==> src/hdl/dcache_pkg.sv <==
package dcache_pkg;

    // cache geometry
    parameter int INDEX_WIDTH       = 4;
    parameter int WORD_OFFSET_WIDTH = 2;
    parameter int NUM_WAYS          = 2;
    parameter int NUM_SETS          = 1 << INDEX_WIDTH;
    parameter int LINE_BYTES        = 1 << (WORD_OFFSET_WIDTH + 2);
    parameter int LINE_BITS         = LINE_BYTES * 8;
    parameter int TAG_WIDTH         = 32 - INDEX_WIDTH - WORD_OFFSET_WIDTH - 2;

    typedef logic [LINE_BITS-1:0] line_t;

    typedef struct packed {
        logic [TAG_WIDTH-1:0]         tag;
        logic [INDEX_WIDTH-1:0]       index;
        logic [WORD_OFFSET_WIDTH-1:0] word;
        logic [1:0]                   byte_sel;   // byte within the word
    } addr_fields_t;

    // one address word, seen raw or split for the arrays
    typedef union packed {
        logic [31:0]  raw;
        addr_fields_t fields;
    } addr_u;

    typedef enum logic [1:0] {
        SZ_BYTE = 2'd0,
        SZ_HALF = 2'd1,
        SZ_WORD = 2'd2
    } size_e;

    typedef struct packed {
        logic        is_write;
        size_e       size;
        logic        signed_ext;
        addr_u       addr;
        logic [31:0] wdata;
    } req_t;

    typedef struct packed {
        logic                  line_we;     // whole line plus tag
        logic [LINE_BYTES-1:0] byte_we;     // write hit bytes
        line_t                 wline;
        logic                  set_dirty;
        logic                  clr_dirty;
    } way_ctrl_t;

    typedef struct packed {
        logic                 hit;
        logic                 valid;
        logic                 dirty;
        logic [TAG_WIDTH-1:0] tag;
        line_t                line;
    } way_status_t;

    typedef enum logic [2:0] {
        IDLE       = 3'd0,
        LOOKUP     = 3'd1,
        WRITEBACK  = 3'd2,
        REFILL_REQ = 3'd3,
        REFILL     = 3'd4,
        RESPOND    = 3'd5
    } state_e;

endpackage

==> src/hdl/dcache_ctrl.sv <==
`timescale 1ns/1ps

module dcache_ctrl (
    input  logic                                              clk,
    input  logic                                              rstn,
    input  logic                                              i_rvalid,
    input  logic                                              i_wvalid,
    input  logic [31:0]                                       i_addr,
    input  logic [31:0]                                       i_wdata,
    input  dcache_pkg::size_e                                 i_size,
    input  logic                                              i_signed_ext,
    input  logic                                              i_hit,
    input  logic                                              i_hit_way,
    input  logic                                              i_victim_way,
    input  logic                                              i_victim_dirty,
    input  logic                                              i_mem_rd_ready,
    input  dcache_pkg::line_t                                 i_mem_rd_data,
    input  logic                                              i_mem_wr_ready,
    output dcache_pkg::req_t                                  o_req,
    output dcache_pkg::way_ctrl_t [dcache_pkg::NUM_WAYS-1:0]  o_way_ctrl,
    output logic                                              o_rready,
    output logic                                              o_wready,
    output logic                                              o_idle,
    output logic                                              o_mem_rd_valid,
    output logic [31:0]                                       o_mem_rd_addr,
    output logic                                              o_mem_wr_valid,
    output logic                                              o_lru_we,
    output logic                                              o_lru_way
);
    import dcache_pkg::*;

    state_e                state;
    state_e                next_state;
    req_t                  req_q;
    line_t                 refill_q;     // line returned by memory
    logic [3:0]            word_mask;
    logic [LINE_BYTES-1:0] line_mask;
    line_t                 bit_mask;
    line_t                 store_line;
    line_t                 merged_line;
    line_t                 wr_line;
    addr_u                 rd_addr;
    logic                  hit_write;

    // request buffer is loaded only from IDLE
    always_ff @(posedge clk) begin
        if (!rstn) begin
            req_q <= '0;
        end else if (state == IDLE && (i_rvalid || i_wvalid)) begin
            req_q.is_write   <= i_wvalid;
            req_q.size       <= i_size;
            req_q.signed_ext <= i_signed_ext;
            req_q.addr.raw   <= i_addr;
            req_q.wdata      <= i_wdata;
        end
    end

    always_ff @(posedge clk) begin
        if (state == REFILL_REQ && i_mem_rd_ready) begin
            refill_q <= i_mem_rd_data;
        end
    end

    always_ff @(posedge clk) begin
        if (!rstn) begin
            state <= IDLE;
        end else begin
            state <= next_state;
        end
    end

    always_comb begin
        next_state = state;
        case (state)
            IDLE: begin
                if (i_rvalid || i_wvalid) begin
                    next_state = LOOKUP;
                end
            end
            LOOKUP: begin
                if (i_hit) begin
                    next_state = IDLE;
                end else begin
                    next_state = i_victim_dirty ? WRITEBACK : REFILL_REQ;
                end
            end
            WRITEBACK: begin
                if (i_mem_wr_ready) begin
                    next_state = REFILL_REQ;
                end
            end
            REFILL_REQ: begin
                if (i_mem_rd_ready) begin
                    next_state = REFILL;
                end
            end
            REFILL:  next_state = RESPOND;
            RESPOND: next_state = IDLE;
            default: next_state = IDLE;
        endcase
    end

    // byte lanes touched by the store
    always_comb begin
        case (req_q.size)
            SZ_BYTE: word_mask = 4'b0001 << req_q.addr.fields.byte_sel;
            SZ_HALF: word_mask = 4'b0011 << req_q.addr.fields.byte_sel;
            default: word_mask = 4'b1111;
        endcase
    end

    assign line_mask = LINE_BYTES'(word_mask) << {req_q.addr.fields.word, 2'b00};
    assign store_line = LINE_BITS'(req_q.wdata << {req_q.addr.fields.byte_sel, 3'b000})
                        << {req_q.addr.fields.word, 5'b00000};

    always_comb begin
        for (int b = 0; b < LINE_BYTES; b++) begin
            bit_mask[8*b +: 8] = {8{line_mask[b]}};
        end
    end

    // store data lands on top of the refilled line
    assign merged_line = req_q.is_write ? (refill_q & ~bit_mask) | (store_line & bit_mask)
                                        : refill_q;
    assign wr_line   = (state == REFILL) ? merged_line : store_line;
    assign hit_write = (state == LOOKUP) && i_hit && req_q.is_write;

    always_comb begin
        for (int w = 0; w < NUM_WAYS; w++) begin
            o_way_ctrl[w].line_we   = (state == REFILL) && (i_victim_way == w);
            o_way_ctrl[w].byte_we   = (hit_write && i_hit_way == w) ? line_mask : '0;
            o_way_ctrl[w].wline     = wr_line;
            o_way_ctrl[w].set_dirty = (hit_write && i_hit_way == w)
                                      || (o_way_ctrl[w].line_we && req_q.is_write);
            o_way_ctrl[w].clr_dirty = o_way_ctrl[w].line_we && !req_q.is_write;
        end
    end

    // refill address is the request line
    always_comb begin
        rd_addr                 = req_q.addr;
        rd_addr.fields.word     = '0;
        rd_addr.fields.byte_sel = '0;
    end

    assign o_mem_rd_addr  = rd_addr.raw;
    assign o_mem_rd_valid = (state == REFILL_REQ);
    assign o_mem_wr_valid = (state == WRITEBACK);

    assign o_rready = ((state == LOOKUP && i_hit) || state == RESPOND) && !req_q.is_write;
    assign o_wready = ((state == LOOKUP && i_hit) || state == RESPOND) && req_q.is_write;
    assign o_idle   = (state == IDLE);
    assign o_req    = req_q;

    assign o_lru_we  = (state == LOOKUP && i_hit) || (state == REFILL);
    assign o_lru_way = (state == REFILL) ? i_victim_way : i_hit_way;

    mem_excl_a: assert property (@(posedge clk) disable iff (!rstn)
        !(o_mem_rd_valid && o_mem_wr_valid));

endmodule

==> src/hdl/cache_way.sv <==
`timescale 1ns/1ps

module cache_way (
    input  logic                             clk,
    input  logic                             rstn,
    input  dcache_pkg::req_t                 i_req,
    input  dcache_pkg::way_ctrl_t            i_ctrl,
    input  logic [dcache_pkg::TAG_WIDTH-1:0] i_refill_tag,
    output dcache_pkg::way_status_t          o_status
);
    import dcache_pkg::*;

    logic [TAG_WIDTH-1:0]   tag_mem  [NUM_SETS];
    line_t                  data_mem [NUM_SETS];
    logic [NUM_SETS-1:0]    valid_q;
    logic [NUM_SETS-1:0]    dirty_q;
    logic [INDEX_WIDTH-1:0] idx;

    assign idx = i_req.addr.fields.index;   // buffered index only

    // tag and data arrays
    always_ff @(posedge clk) begin
        if (i_ctrl.line_we) begin
            tag_mem[idx]  <= i_refill_tag;
            data_mem[idx] <= i_ctrl.wline;
        end else begin
            for (int b = 0; b < LINE_BYTES; b++) begin
                if (i_ctrl.byte_we[b]) begin
                    data_mem[idx][8*b +: 8] <= i_ctrl.wline[8*b +: 8];
                end
            end
        end
    end

    always_ff @(posedge clk) begin
        if (!rstn) begin
            valid_q <= '0;
            dirty_q <= '0;
        end else begin
            if (i_ctrl.line_we) begin
                valid_q[idx] <= 1'b1;
            end
            if (i_ctrl.set_dirty) begin
                dirty_q[idx] <= 1'b1;
            end else if (i_ctrl.clr_dirty) begin
                dirty_q[idx] <= 1'b0;   // clean refill
            end
        end
    end

    always_comb begin
        o_status.valid = valid_q[idx];
        o_status.dirty = dirty_q[idx];
        o_status.tag   = tag_mem[idx];
        o_status.line  = data_mem[idx];
        o_status.hit   = valid_q[idx] && (tag_mem[idx] == i_req.addr.fields.tag);
    end

    // byte writes only ever go to a valid way that hits
    hit_write_a: assert property (@(posedge clk) disable iff (!rstn)
        (|i_ctrl.byte_we) |-> o_status.hit && o_status.valid);

    // a refilled line hits on the held request one cycle later
    refill_hit_a: assert property (@(posedge clk) disable iff (!rstn)
        i_ctrl.line_we |=> o_status.hit);

endmodule

==> src/hdl/way_select.sv <==
`timescale 1ns/1ps

module way_select (
    input  logic                                                clk,
    input  logic                                                rstn,
    input  dcache_pkg::req_t                                    i_req,
    input  dcache_pkg::way_status_t [dcache_pkg::NUM_WAYS-1:0]  i_status,
    input  logic                                                i_lru_we,
    input  logic                                                i_lru_way,
    output logic                                                o_hit,
    output logic                                                o_hit_way,
    output logic                                                o_victim_way,
    output logic                                                o_victim_dirty,
    output logic [31:0]                                         o_rdata,
    output logic [31:0]                                         o_mem_wr_addr,
    output dcache_pkg::line_t                                   o_mem_wr_data
);
    import dcache_pkg::*;

    logic [NUM_SETS-1:0]    lru_q;      // way to replace next, per set
    logic [INDEX_WIDTH-1:0] idx;
    logic [NUM_WAYS-1:0]    hits;
    line_t                  hit_line;
    logic [31:0]            rword;
    logic [7:0]             rbyte;
    logic [15:0]            rhalf;
    addr_u                  wb_addr;

    assign idx = i_req.addr.fields.index;

    always_comb begin
        for (int w = 0; w < NUM_WAYS; w++) begin
            hits[w] = i_status[w].hit;
        end
    end

    assign o_hit     = |hits;
    assign o_hit_way = hits[1];

    // LRU table
    always_ff @(posedge clk) begin
        if (!rstn) begin
            lru_q <= '0;
        end else if (i_lru_we) begin
            lru_q[idx] <= ~i_lru_way;   // the other way becomes LRU
        end
    end

    // empty ways fill first
    always_comb begin
        if (!i_status[0].valid) begin
            o_victim_way = 1'b0;
        end else if (!i_status[1].valid) begin
            o_victim_way = 1'b1;
        end else begin
            o_victim_way = lru_q[idx];
        end
    end

    assign o_victim_dirty = i_status[o_victim_way].dirty;

    // load data
    assign hit_line = i_status[o_hit_way].line;
    assign rword    = hit_line[{i_req.addr.fields.word, 5'b00000} +: 32];
    assign rbyte    = rword[{i_req.addr.fields.byte_sel, 3'b000} +: 8];
    assign rhalf    = i_req.addr.fields.byte_sel[1] ? rword[31:16] : rword[15:0];

    always_comb begin
        case (i_req.size)
            SZ_BYTE: o_rdata = {{24{rbyte[7] & i_req.signed_ext}}, rbyte};
            SZ_HALF: o_rdata = {{16{rhalf[15] & i_req.signed_ext}}, rhalf};
            default: o_rdata = rword;
        endcase
    end

    // write-back line address from the victim tag
    always_comb begin
        wb_addr.fields.tag      = i_status[o_victim_way].tag;
        wb_addr.fields.index    = idx;
        wb_addr.fields.word     = '0;
        wb_addr.fields.byte_sel = '0;
    end

    assign o_mem_wr_addr = wb_addr.raw;
    assign o_mem_wr_data = i_status[o_victim_way].line;

    // one line per set and address, so both ways never match
    one_hit_a: assert property (@(posedge clk) disable iff (!rstn)
        !(i_status[0].hit && i_status[1].hit));

endmodule

==> src/hdl/dcache_top.sv <==
`timescale 1ns/1ps

module dcache_top (
    input  logic               clk,
    input  logic               rstn,
    input  logic               i_rvalid,
    input  logic               i_wvalid,
    input  logic [31:0]        i_addr,
    input  logic [31:0]        i_wdata,
    input  dcache_pkg::size_e  i_size,
    input  logic               i_signed_ext,
    output logic               o_rready,
    output logic               o_wready,
    output logic [31:0]        o_rdata,
    output logic               o_idle,
    output logic               o_mem_rd_valid,
    output logic [31:0]        o_mem_rd_addr,
    input  logic               i_mem_rd_ready,
    input  dcache_pkg::line_t  i_mem_rd_data,
    output logic               o_mem_wr_valid,
    output logic [31:0]        o_mem_wr_addr,
    output dcache_pkg::line_t  o_mem_wr_data,
    input  logic               i_mem_wr_ready
);
    import dcache_pkg::*;

    req_t                        req;
    way_ctrl_t   [NUM_WAYS-1:0]  way_ctrl;
    way_status_t [NUM_WAYS-1:0]  way_status;
    logic                        hit;
    logic                        hit_way;
    logic                        victim_way;
    logic                        victim_dirty;
    logic                        lru_we;
    logic                        lru_way;

    dcache_ctrl i_dcache_ctrl (
        .clk            (clk),
        .rstn           (rstn),
        .i_rvalid       (i_rvalid),
        .i_wvalid       (i_wvalid),
        .i_addr         (i_addr),
        .i_wdata        (i_wdata),
        .i_size         (i_size),
        .i_signed_ext   (i_signed_ext),
        .i_hit          (hit),
        .i_hit_way      (hit_way),
        .i_victim_way   (victim_way),
        .i_victim_dirty (victim_dirty),
        .i_mem_rd_ready (i_mem_rd_ready),
        .i_mem_rd_data  (i_mem_rd_data),
        .i_mem_wr_ready (i_mem_wr_ready),
        .o_req          (req),
        .o_way_ctrl     (way_ctrl),
        .o_rready       (o_rready),
        .o_wready       (o_wready),
        .o_idle         (o_idle),
        .o_mem_rd_valid (o_mem_rd_valid),
        .o_mem_rd_addr  (o_mem_rd_addr),
        .o_mem_wr_valid (o_mem_wr_valid),
        .o_lru_we       (lru_we),
        .o_lru_way      (lru_way)
    );

    for (genvar w = 0; w < NUM_WAYS; w++) begin : g_way
        cache_way i_cache_way (
            .clk          (clk),
            .rstn         (rstn),
            .i_req        (req),
            .i_ctrl       (way_ctrl[w]),
            .i_refill_tag (req.addr.fields.tag),
            .o_status     (way_status[w])
        );
    end

    way_select i_way_select (
        .clk            (clk),
        .rstn           (rstn),
        .i_req          (req),
        .i_status       (way_status),
        .i_lru_we       (lru_we),
        .i_lru_way      (lru_way),
        .o_hit          (hit),
        .o_hit_way      (hit_way),
        .o_victim_way   (victim_way),
        .o_victim_dirty (victim_dirty),
        .o_rdata        (o_rdata),
        .o_mem_wr_addr  (o_mem_wr_addr),
        .o_mem_wr_data  (o_mem_wr_data)
    );

endmodule

==> config.mk <==
export PLATFORM = sky130hd
export DESIGN_NAME = dcache_top
export DESIGN_NICKNAME = d
export VERILOG_FILES = /design/src/hdl/dcache_pkg.sv /design/src/hdl/dcache_ctrl.sv /design/src/hdl/cache_way.sv /design/src/hdl/way_select.sv /design/src/hdl/dcache_top.sv
export SDC_FILE = /design/constraint.sdc
export NUM_CORES = 2
export LEC_CHECK = 0
export BUFFER_PORTS_ARGS = -buffer_cell sky130_fd_sc_hd__buf_2
export CORE_ASPECT_RATIO = 0.8
export CORE_MARGIN = 4
export CORE_UTILIZATION = 50
export CTS_BUF_LIST = sky130_fd_sc_hd__clkbuf_8 sky130_fd_sc_hd__clkbuf_16
export CTS_CLUSTER_DIAMETER = 30
export DETAILED_ROUTE_END_ITERATION = 6
export PLACE_DENSITY_LB_ADDON = 0.12
export SLEW_MARGIN = 20
export SYNTH_ARGS = -nofsm -noshare
export SYNTH_HDL_FRONTEND = slang
export SYNTH_MEMORY_MAX_BITS = 65536
export SYNTH_SLANG_ARGS = --single-unit
==> constraint.sdc <==
create_clock -name clk -period 14 [get_ports clk]
set_input_delay 1.4 -clock clk [delete_from_list [all_inputs] [get_ports clk]]
set_output_delay 1.4 -clock clk [all_outputs]
set_load 0.01 [all_outputs]
### After elaboration in Yosys (flattened, before gate mapping)

Memory sizes are Yosys's and may differ from the RTL's. A register that Yosys moved wholly into a read port is not among the register bits.
Cells that the tools add are included.

* $add $sub $neg: 0
* multiply operators: 0
* div/mod/pow operators: 0
* $lt $le $gt $ge: 4
* equality and inequality tests: 11
* shift-type cells: 7
* muxes and demuxes: 177
* bitwise logic cells: 48
* reduce and logical (&&, ||, !) cells: 29

Operators with widths (count)
* 128-bit 2-to-1 mux: 4
* 153-bit 2-to-1 mux: 2
* 128-bit bitwise AND: 2
* 8-bit 2-to-1 mux: 32
* 128-bit inverter: 1
* 128-bit bitwise OR: 1
* 128-bit by 8-bit variable part select with 32-bit output: 1
* 128-bit by 7-bit left shift with 128-bit output: 1
* 32-bit by 5-bit left shift with 128-bit output: 1
* 16-bit 2-to-1 mux: 7
* 1-bit 2-to-1 mux: 110
* 16-bit bitwise OR: 4
* 32-bit case mux with 2 select lines: 1
* 24-bit == test: 2
* 16-bit bitwise AND: 2
* 4-bit 2-to-1 mux: 8
* 1-bit bitwise OR: 32
* 32-bit by 6-bit variable part select with 8-bit output: 1
* 1-bit binary-select mux with 4-bit select: 5
* 1-bit logical AND: 17
* 16-bit bitwise mux: 1
* 16-bit inverter: 1
* 4-bit by 4-bit left shift with 16-bit output: 1
* 3-bit case mux with 5 select lines: 1
* other kinds (22): 38

* register bits: 279
* bits in latches: 0
* RAM bits: 4864
* bits in read-only memories: 0
* input port bits: 201
* output and inout bits: 229
* word-level logic and storage cells: 292
* memories: 4

Memory list
* g_way[0].i_cache_way.data_mem: words 16, width 128, rd ports 1, clocked after Yosys merged registers in 1, wr ports 1, line cache_way.sv:14 `line_t data_mem [NUM_SETS];`
* g_way[1].i_cache_way.data_mem: words 16, width 128, rd ports 1, clocked after Yosys merged registers in 1, wr ports 1, line cache_way.sv:14
* g_way[0].i_cache_way.tag_mem: words 16, width 24, rd ports 1, clocked after Yosys merged registers in 1, wr ports 1, line cache_way.sv:13 `logic [TAG_WIDTH-1:0] tag_mem [NUM_SETS];`
* g_way[1].i_cache_way.tag_mem: words 16, width 24, rd ports 1, clocked after Yosys merged registers in 1, wr ports 1, line cache_way.sv:13

### Logic depth before layout (Yosys ltp)

* word-level depth: 12
* depth in mapped cells: 19

### Cells and area by module

From an unflattened synthesis, not the netlist that was laid out.

* cells, all modules: 9736
* area, all modules: 206493.0 µm²

Modules (own cells, without submodules)
* cache_way: times used 2, cells an instance 4025, area each 94687.1 µm², seq. area each 73670.7 µm²
* dcache_ctrl: times used 1, cells an instance 1216, area each 11863.9 µm², seq. area each 5265.0 µm²
* way_select: times used 1, cells an instance 470, area each 5255.0 µm², seq. area each 320.3 µm²

### Least setup slack after synthesis

Ideal clock, no wire load.

* path kind: in2reg
* start: input i_mem_rd_ready
* end: register i_dcache_ctrl.refill_q[0] (enable)
* setup time: 617 ps
* arrival time: 6815 ps
* data required time: 13383 ps
* path slack: 6568 ps
* stages: 2
* path through: nand2_1 > nor2_1

* word-level cells in the longest chain between the ends: 1

Ends and longest elaborated chain
* from (decl): line dcache_top.sv:18 `input logic i_mem_rd_ready,`
* 1-bit logical AND: line dcache_ctrl.sv:59 `if (state == REFILL_REQ && i_mem_rd_ready) begin`
* to (signal assigned): line dcache_ctrl.sv:60 `refill_q <= i_mem_rd_data;`
* to (decl): line dcache_ctrl.sv:35 `line_t refill_q;`

No other way between the ends.
A chain may end at the register's enable or synchronous reset.

==> qor.txt <==
Outcome: completed
Crit path buffers/inverters: 3
Layout fillers: 28600
Largest net degree at the start of global routing: 120
CP required: 12.60 ns
Final Hold Vio Count: 0
Critical path type: reg2out
CTS H-tree depth: 6
WP depth: 14
Slew HR: 0.176
Number of global-route vias before repair: 107000
Drt wl/cell: 37.9 um
Main combinational cell family by area after synthesis: multiplexers
Largest stage delay, worst path: 0.92 ns
Crit start category: flop
Setup crit end kind: primary output
RSZ-0062 raised after global routing: no
Fin Setup TNS: 0 ns
Post-CTS setup buffer count: 0
Fin nets: 10700
Worst Hold Class: reg2reg
Setup Skew: 0.0599 ns
Starting Density: 0.503
CTS Hold Buffers Added: 0
GP Congestion: 0.906
Mux contribution to synthesized area: 0.185
TritonCTS Sinks: 5147
Critical path data arrival time: 8.76 ns
Final Core Density: 0.594
Root buf cell: clkbuf_16
FF+latch area: 153000 um^2
Num ports: 430
Antenna Nets Post-Route: 0
#FFs+latches synth: 5147
Seq/Total Area, Yosys: 0.749
Path depth of the worst reg2reg path: 11
Multi-input logic area: 49400 um^2
CTS max path bufs: 4
Vias/cell: 6.49
Synth Area in Adders: 0
Post-DP Area: 213000 um^2
Max Fclk: 98.5 MHz
XOR/XNOR Fraction of Synth Area: 0.00176
HPWL Detailed: 398000 um
Synth unique cells: 78
Chip width: 723 um
RR Endpoint: g_way[1].i_cache_way.data_mem[8][4]
Final Setup Violations: 0
Crit path max fanout: 56
Internal power: 31.4 mW
DRC Markers: 0
CTS tree: built
Clock latency on the worst-skew pair: 1.11 ns
Syn. warnings: 0
Final Max Tran Viols: 0
Global-route wire length before repair: 869000 um
Finished Cell Area: 241000 um^2
Seq pwr share: 0.412
Max-Cap Viols: 0
Core Footprint: 406000 um^2
Clock share of power: 0.478
Final period utilization: 0.725
Sw frac: 0.253
CP Capture Point: o_rdata[9]
CP max stage cell: mux2i_2
Worst IR drop on VDD: 0.161 mV
Tmin final: 10.16 ns
Post-Synthesis Cells: 9645
Post-synth EDFFs: 4992
Compound-Gate Fraction of Synth Area: 0.0196
Total GRT Usage: 0.300
Die Area: 419000 um^2
TritonRoute pass-1 iters: 6
Row count: 209
PwrDens: 174 nW/um^2
Final wirelength: 631000 um
Reg2Reg Setup Slack: 5.23 ns
Total power: 42.0 mW
Commonest cells after routing, fill and taps aside: edfxtp_1, mux4_2, clkbuf_16
Crit-path cells: buf_4, mux4_2, mux2i_1, nor2_1, a2111oi_2, a31oi_1, nor4_2, and3_4, buf_12, mux4_2, mux2i_2, nor2_1, or3b_1, buf_2
Total number of vias: 108000
Worst-Margin Slew: 1.24 ns
Top_reg_cell synth: edfxtp_1
Most common cell after layout, fill and taps aside: edfxtp_1
Synthesized area: 204000 um^2
Async set-reset flop share out of synthesis: 0
Gr ovfl total: 0
Cell family with most CP delay: multiplexers
CTS resizes: 0
I/O Buffers: 421
Placed Instances: 15100
Die H: 580 um
Worst-path clk slew: 0.06 ns
Iter 0 DRT Violations: 16000
Area Growth Syn to Fin: 18.2%
Share of cells above drive strength 1: 0.359
Initial antenna violation count: 58
Post-synthesis simple-gate area fraction: 0.0276
Syn_area_per_cell: 21.2 um^2
Combinational share of power: 0.111
Leakage: 72.9 nW
CTS Buf Count: 808
Layout Cells excl Fill: 16700
Sw power: 10.6 mW
==> power by group through the flow <==
stage          combinational, mW  clock [mW]  sequential (mW)
3_3_place_gp                4.53           0             17.6
6_report                    4.64        20.1             17.3
3_5_place_dp                4.58           0             17.6
2_1_floorplan               2.61           0             17.5
4_1_cts                     4.60        20.3             17.3
5_1_grt                     4.80        21.0             17.3
==> per-layer routing <==
metal | GRT usage | part of all wire | vias up
li1 | - | - | 42200
met1 | 0.425 | 0.39 | 57700
met2 | 0.431 | 0.45 | 7013
met3 | 0.0849 | 0.11 | 1258
met4 | 0.144 | 0.053 | 22
met5 | 0 | 0.00034 | -
==> flip-flops by register name (all words and copies together) (netlist names), named ones only <==
register and cells:
g_way.i_cache_way.data_mem 4096, g_way.i_cache_way.tag_mem 768, g_way.i_cache_way.valid_q 32, i_dcache_ctrl.o_mem_rd_addr 28, i_dcache_ctrl.o_req 40, i_dcache_ctrl.refill_q 128, i_dcache_ctrl.state 3, i_way_select.lru_q 16
==> synth_stat cells (4+ instances only) <==
| cell type | number | area [um^2] |
|---|---|---|
| buf_4 | 115 | 863 |
| buf_8 | 4 | 60.1 |
| mux2i_1 | 199 | 1990 |
| nand3_1 | 31 | 155 |
| o22ai_1 | 27 | 169 |
| o221a_2 | 16 | 180 |
| o221ai_1 | 8 | 70.1 |
| a21boi_1 | 11 | 82.6 |
| nor2b_1 | 93 | 582 |
| o31ai_1 | 18 | 135 |
| xor2_1 | 9 | 78.8 |
| or2_2 | 22 | 138 |
| a211oi_1 | 41 | 308 |
| a221oi_1 | 10 | 87.6 |
| nor2_1 | 703 | 2640 |
| a22oi_1 | 43 | 323 |
| xnor2_1 | 32 | 280 |
| nand4_1 | 8 | 50.1 |
| dfxtp_1 | 155 | 3100 |
| buf_1 | 46 | 173 |
| nand2_1 | 374 | 1400 |
| mux4_2 | 1498 | 33700 |
| a21o_1 | 5 | 37.5 |
| inv_1 | 6 | 22.5 |
| nand2b_1 | 25 | 156 |
| nor4_1 | 11 | 68.8 |
| a31oi_1 | 5 | 31.3 |
| buf_2 | 206 | 1030 |
| edfxtp_1 | 4992 | 150000 |
| mux2_1 | 4 | 45.0 |
| buf_6 | 33 | 372 |
| or3_1 | 10 | 62.6 |
| and2_1 | 9 | 56.3 |
| o21ai_0 | 120 | 601 |
| a21oi_1 | 117 | 586 |
| a22o_1 | 18 | 158 |
| a21boi_0 | 74 | 556 |
| nor3_1 | 34 | 170 |
| mux2_2 | 176 | 1980 |
| clkbuf_1 | 233 | 875 |
| o21a_1 | 42 | 315 |
| o21ai_1 | 4 | 20.0 |
==> stage by stage <==
stage / setup WS, ns / hold WS [ns]
6_report: 3.84 / 0.461
5_1_grt: 3.53 / 0.437
4_1_cts: 3.74 / 0.386
3_5_place_dp: 4.94 / 0.453
3_3_place_gp: 4.65 / 0.442
2_1_floorplan: 6.57 / 0.435
==> kinds of logic after synthesis <==
kind of cell,count (synthesis)
XOR/XNOR,41
multiplexers,1877
other,1
flip-flops,5147
AO/OA/AOI/OAI,593
AND/OR/NAND/NOR,1339
buffers and inverters,647
==> worst min path at each step <==
| stage | startpoint | to | slack, ns | depth (start not counted) |
|---|---|---|---|---|
| after floorplan | g_way[0].i_cache_way.valid_q[10] | g_way[0].i_cache_way.valid_q[10] | 0.44 | 1 |
| after global placement | g_way[0].i_cache_way.valid_q[13] | g_way[0].i_cache_way.valid_q[13] | 0.44 | 1 |
| after detailed placement | g_way[1].i_cache_way.valid_q[6] | g_way[1].i_cache_way.valid_q[6] | 0.45 | 1 |
| after CTS | i_mem_rd_data[4] | i_dcache_ctrl.refill_q[4] | 0.39 | 1 |
| after global routing | i_mem_rd_data[65] | i_dcache_ctrl.refill_q[65] | 0.44 | 1 |
| final | g_way[0].i_cache_way.valid_q[9] | g_way[0].i_cache_way.valid_q[9] | 0.46 | 1 |
==> area by class of cell <==
cell class,count,area share
sequential,5147,0.634
antenna,46,0.000477
tap,5380,0.0279
clock inverter,687,0.0286
inverter,8,0.000155
clock buffer,833,0.0859
timing repair buffer,712,0.0185
multi-input combinational,3858,0.205
Note: power is estimated with default switching activity, not from simulation.
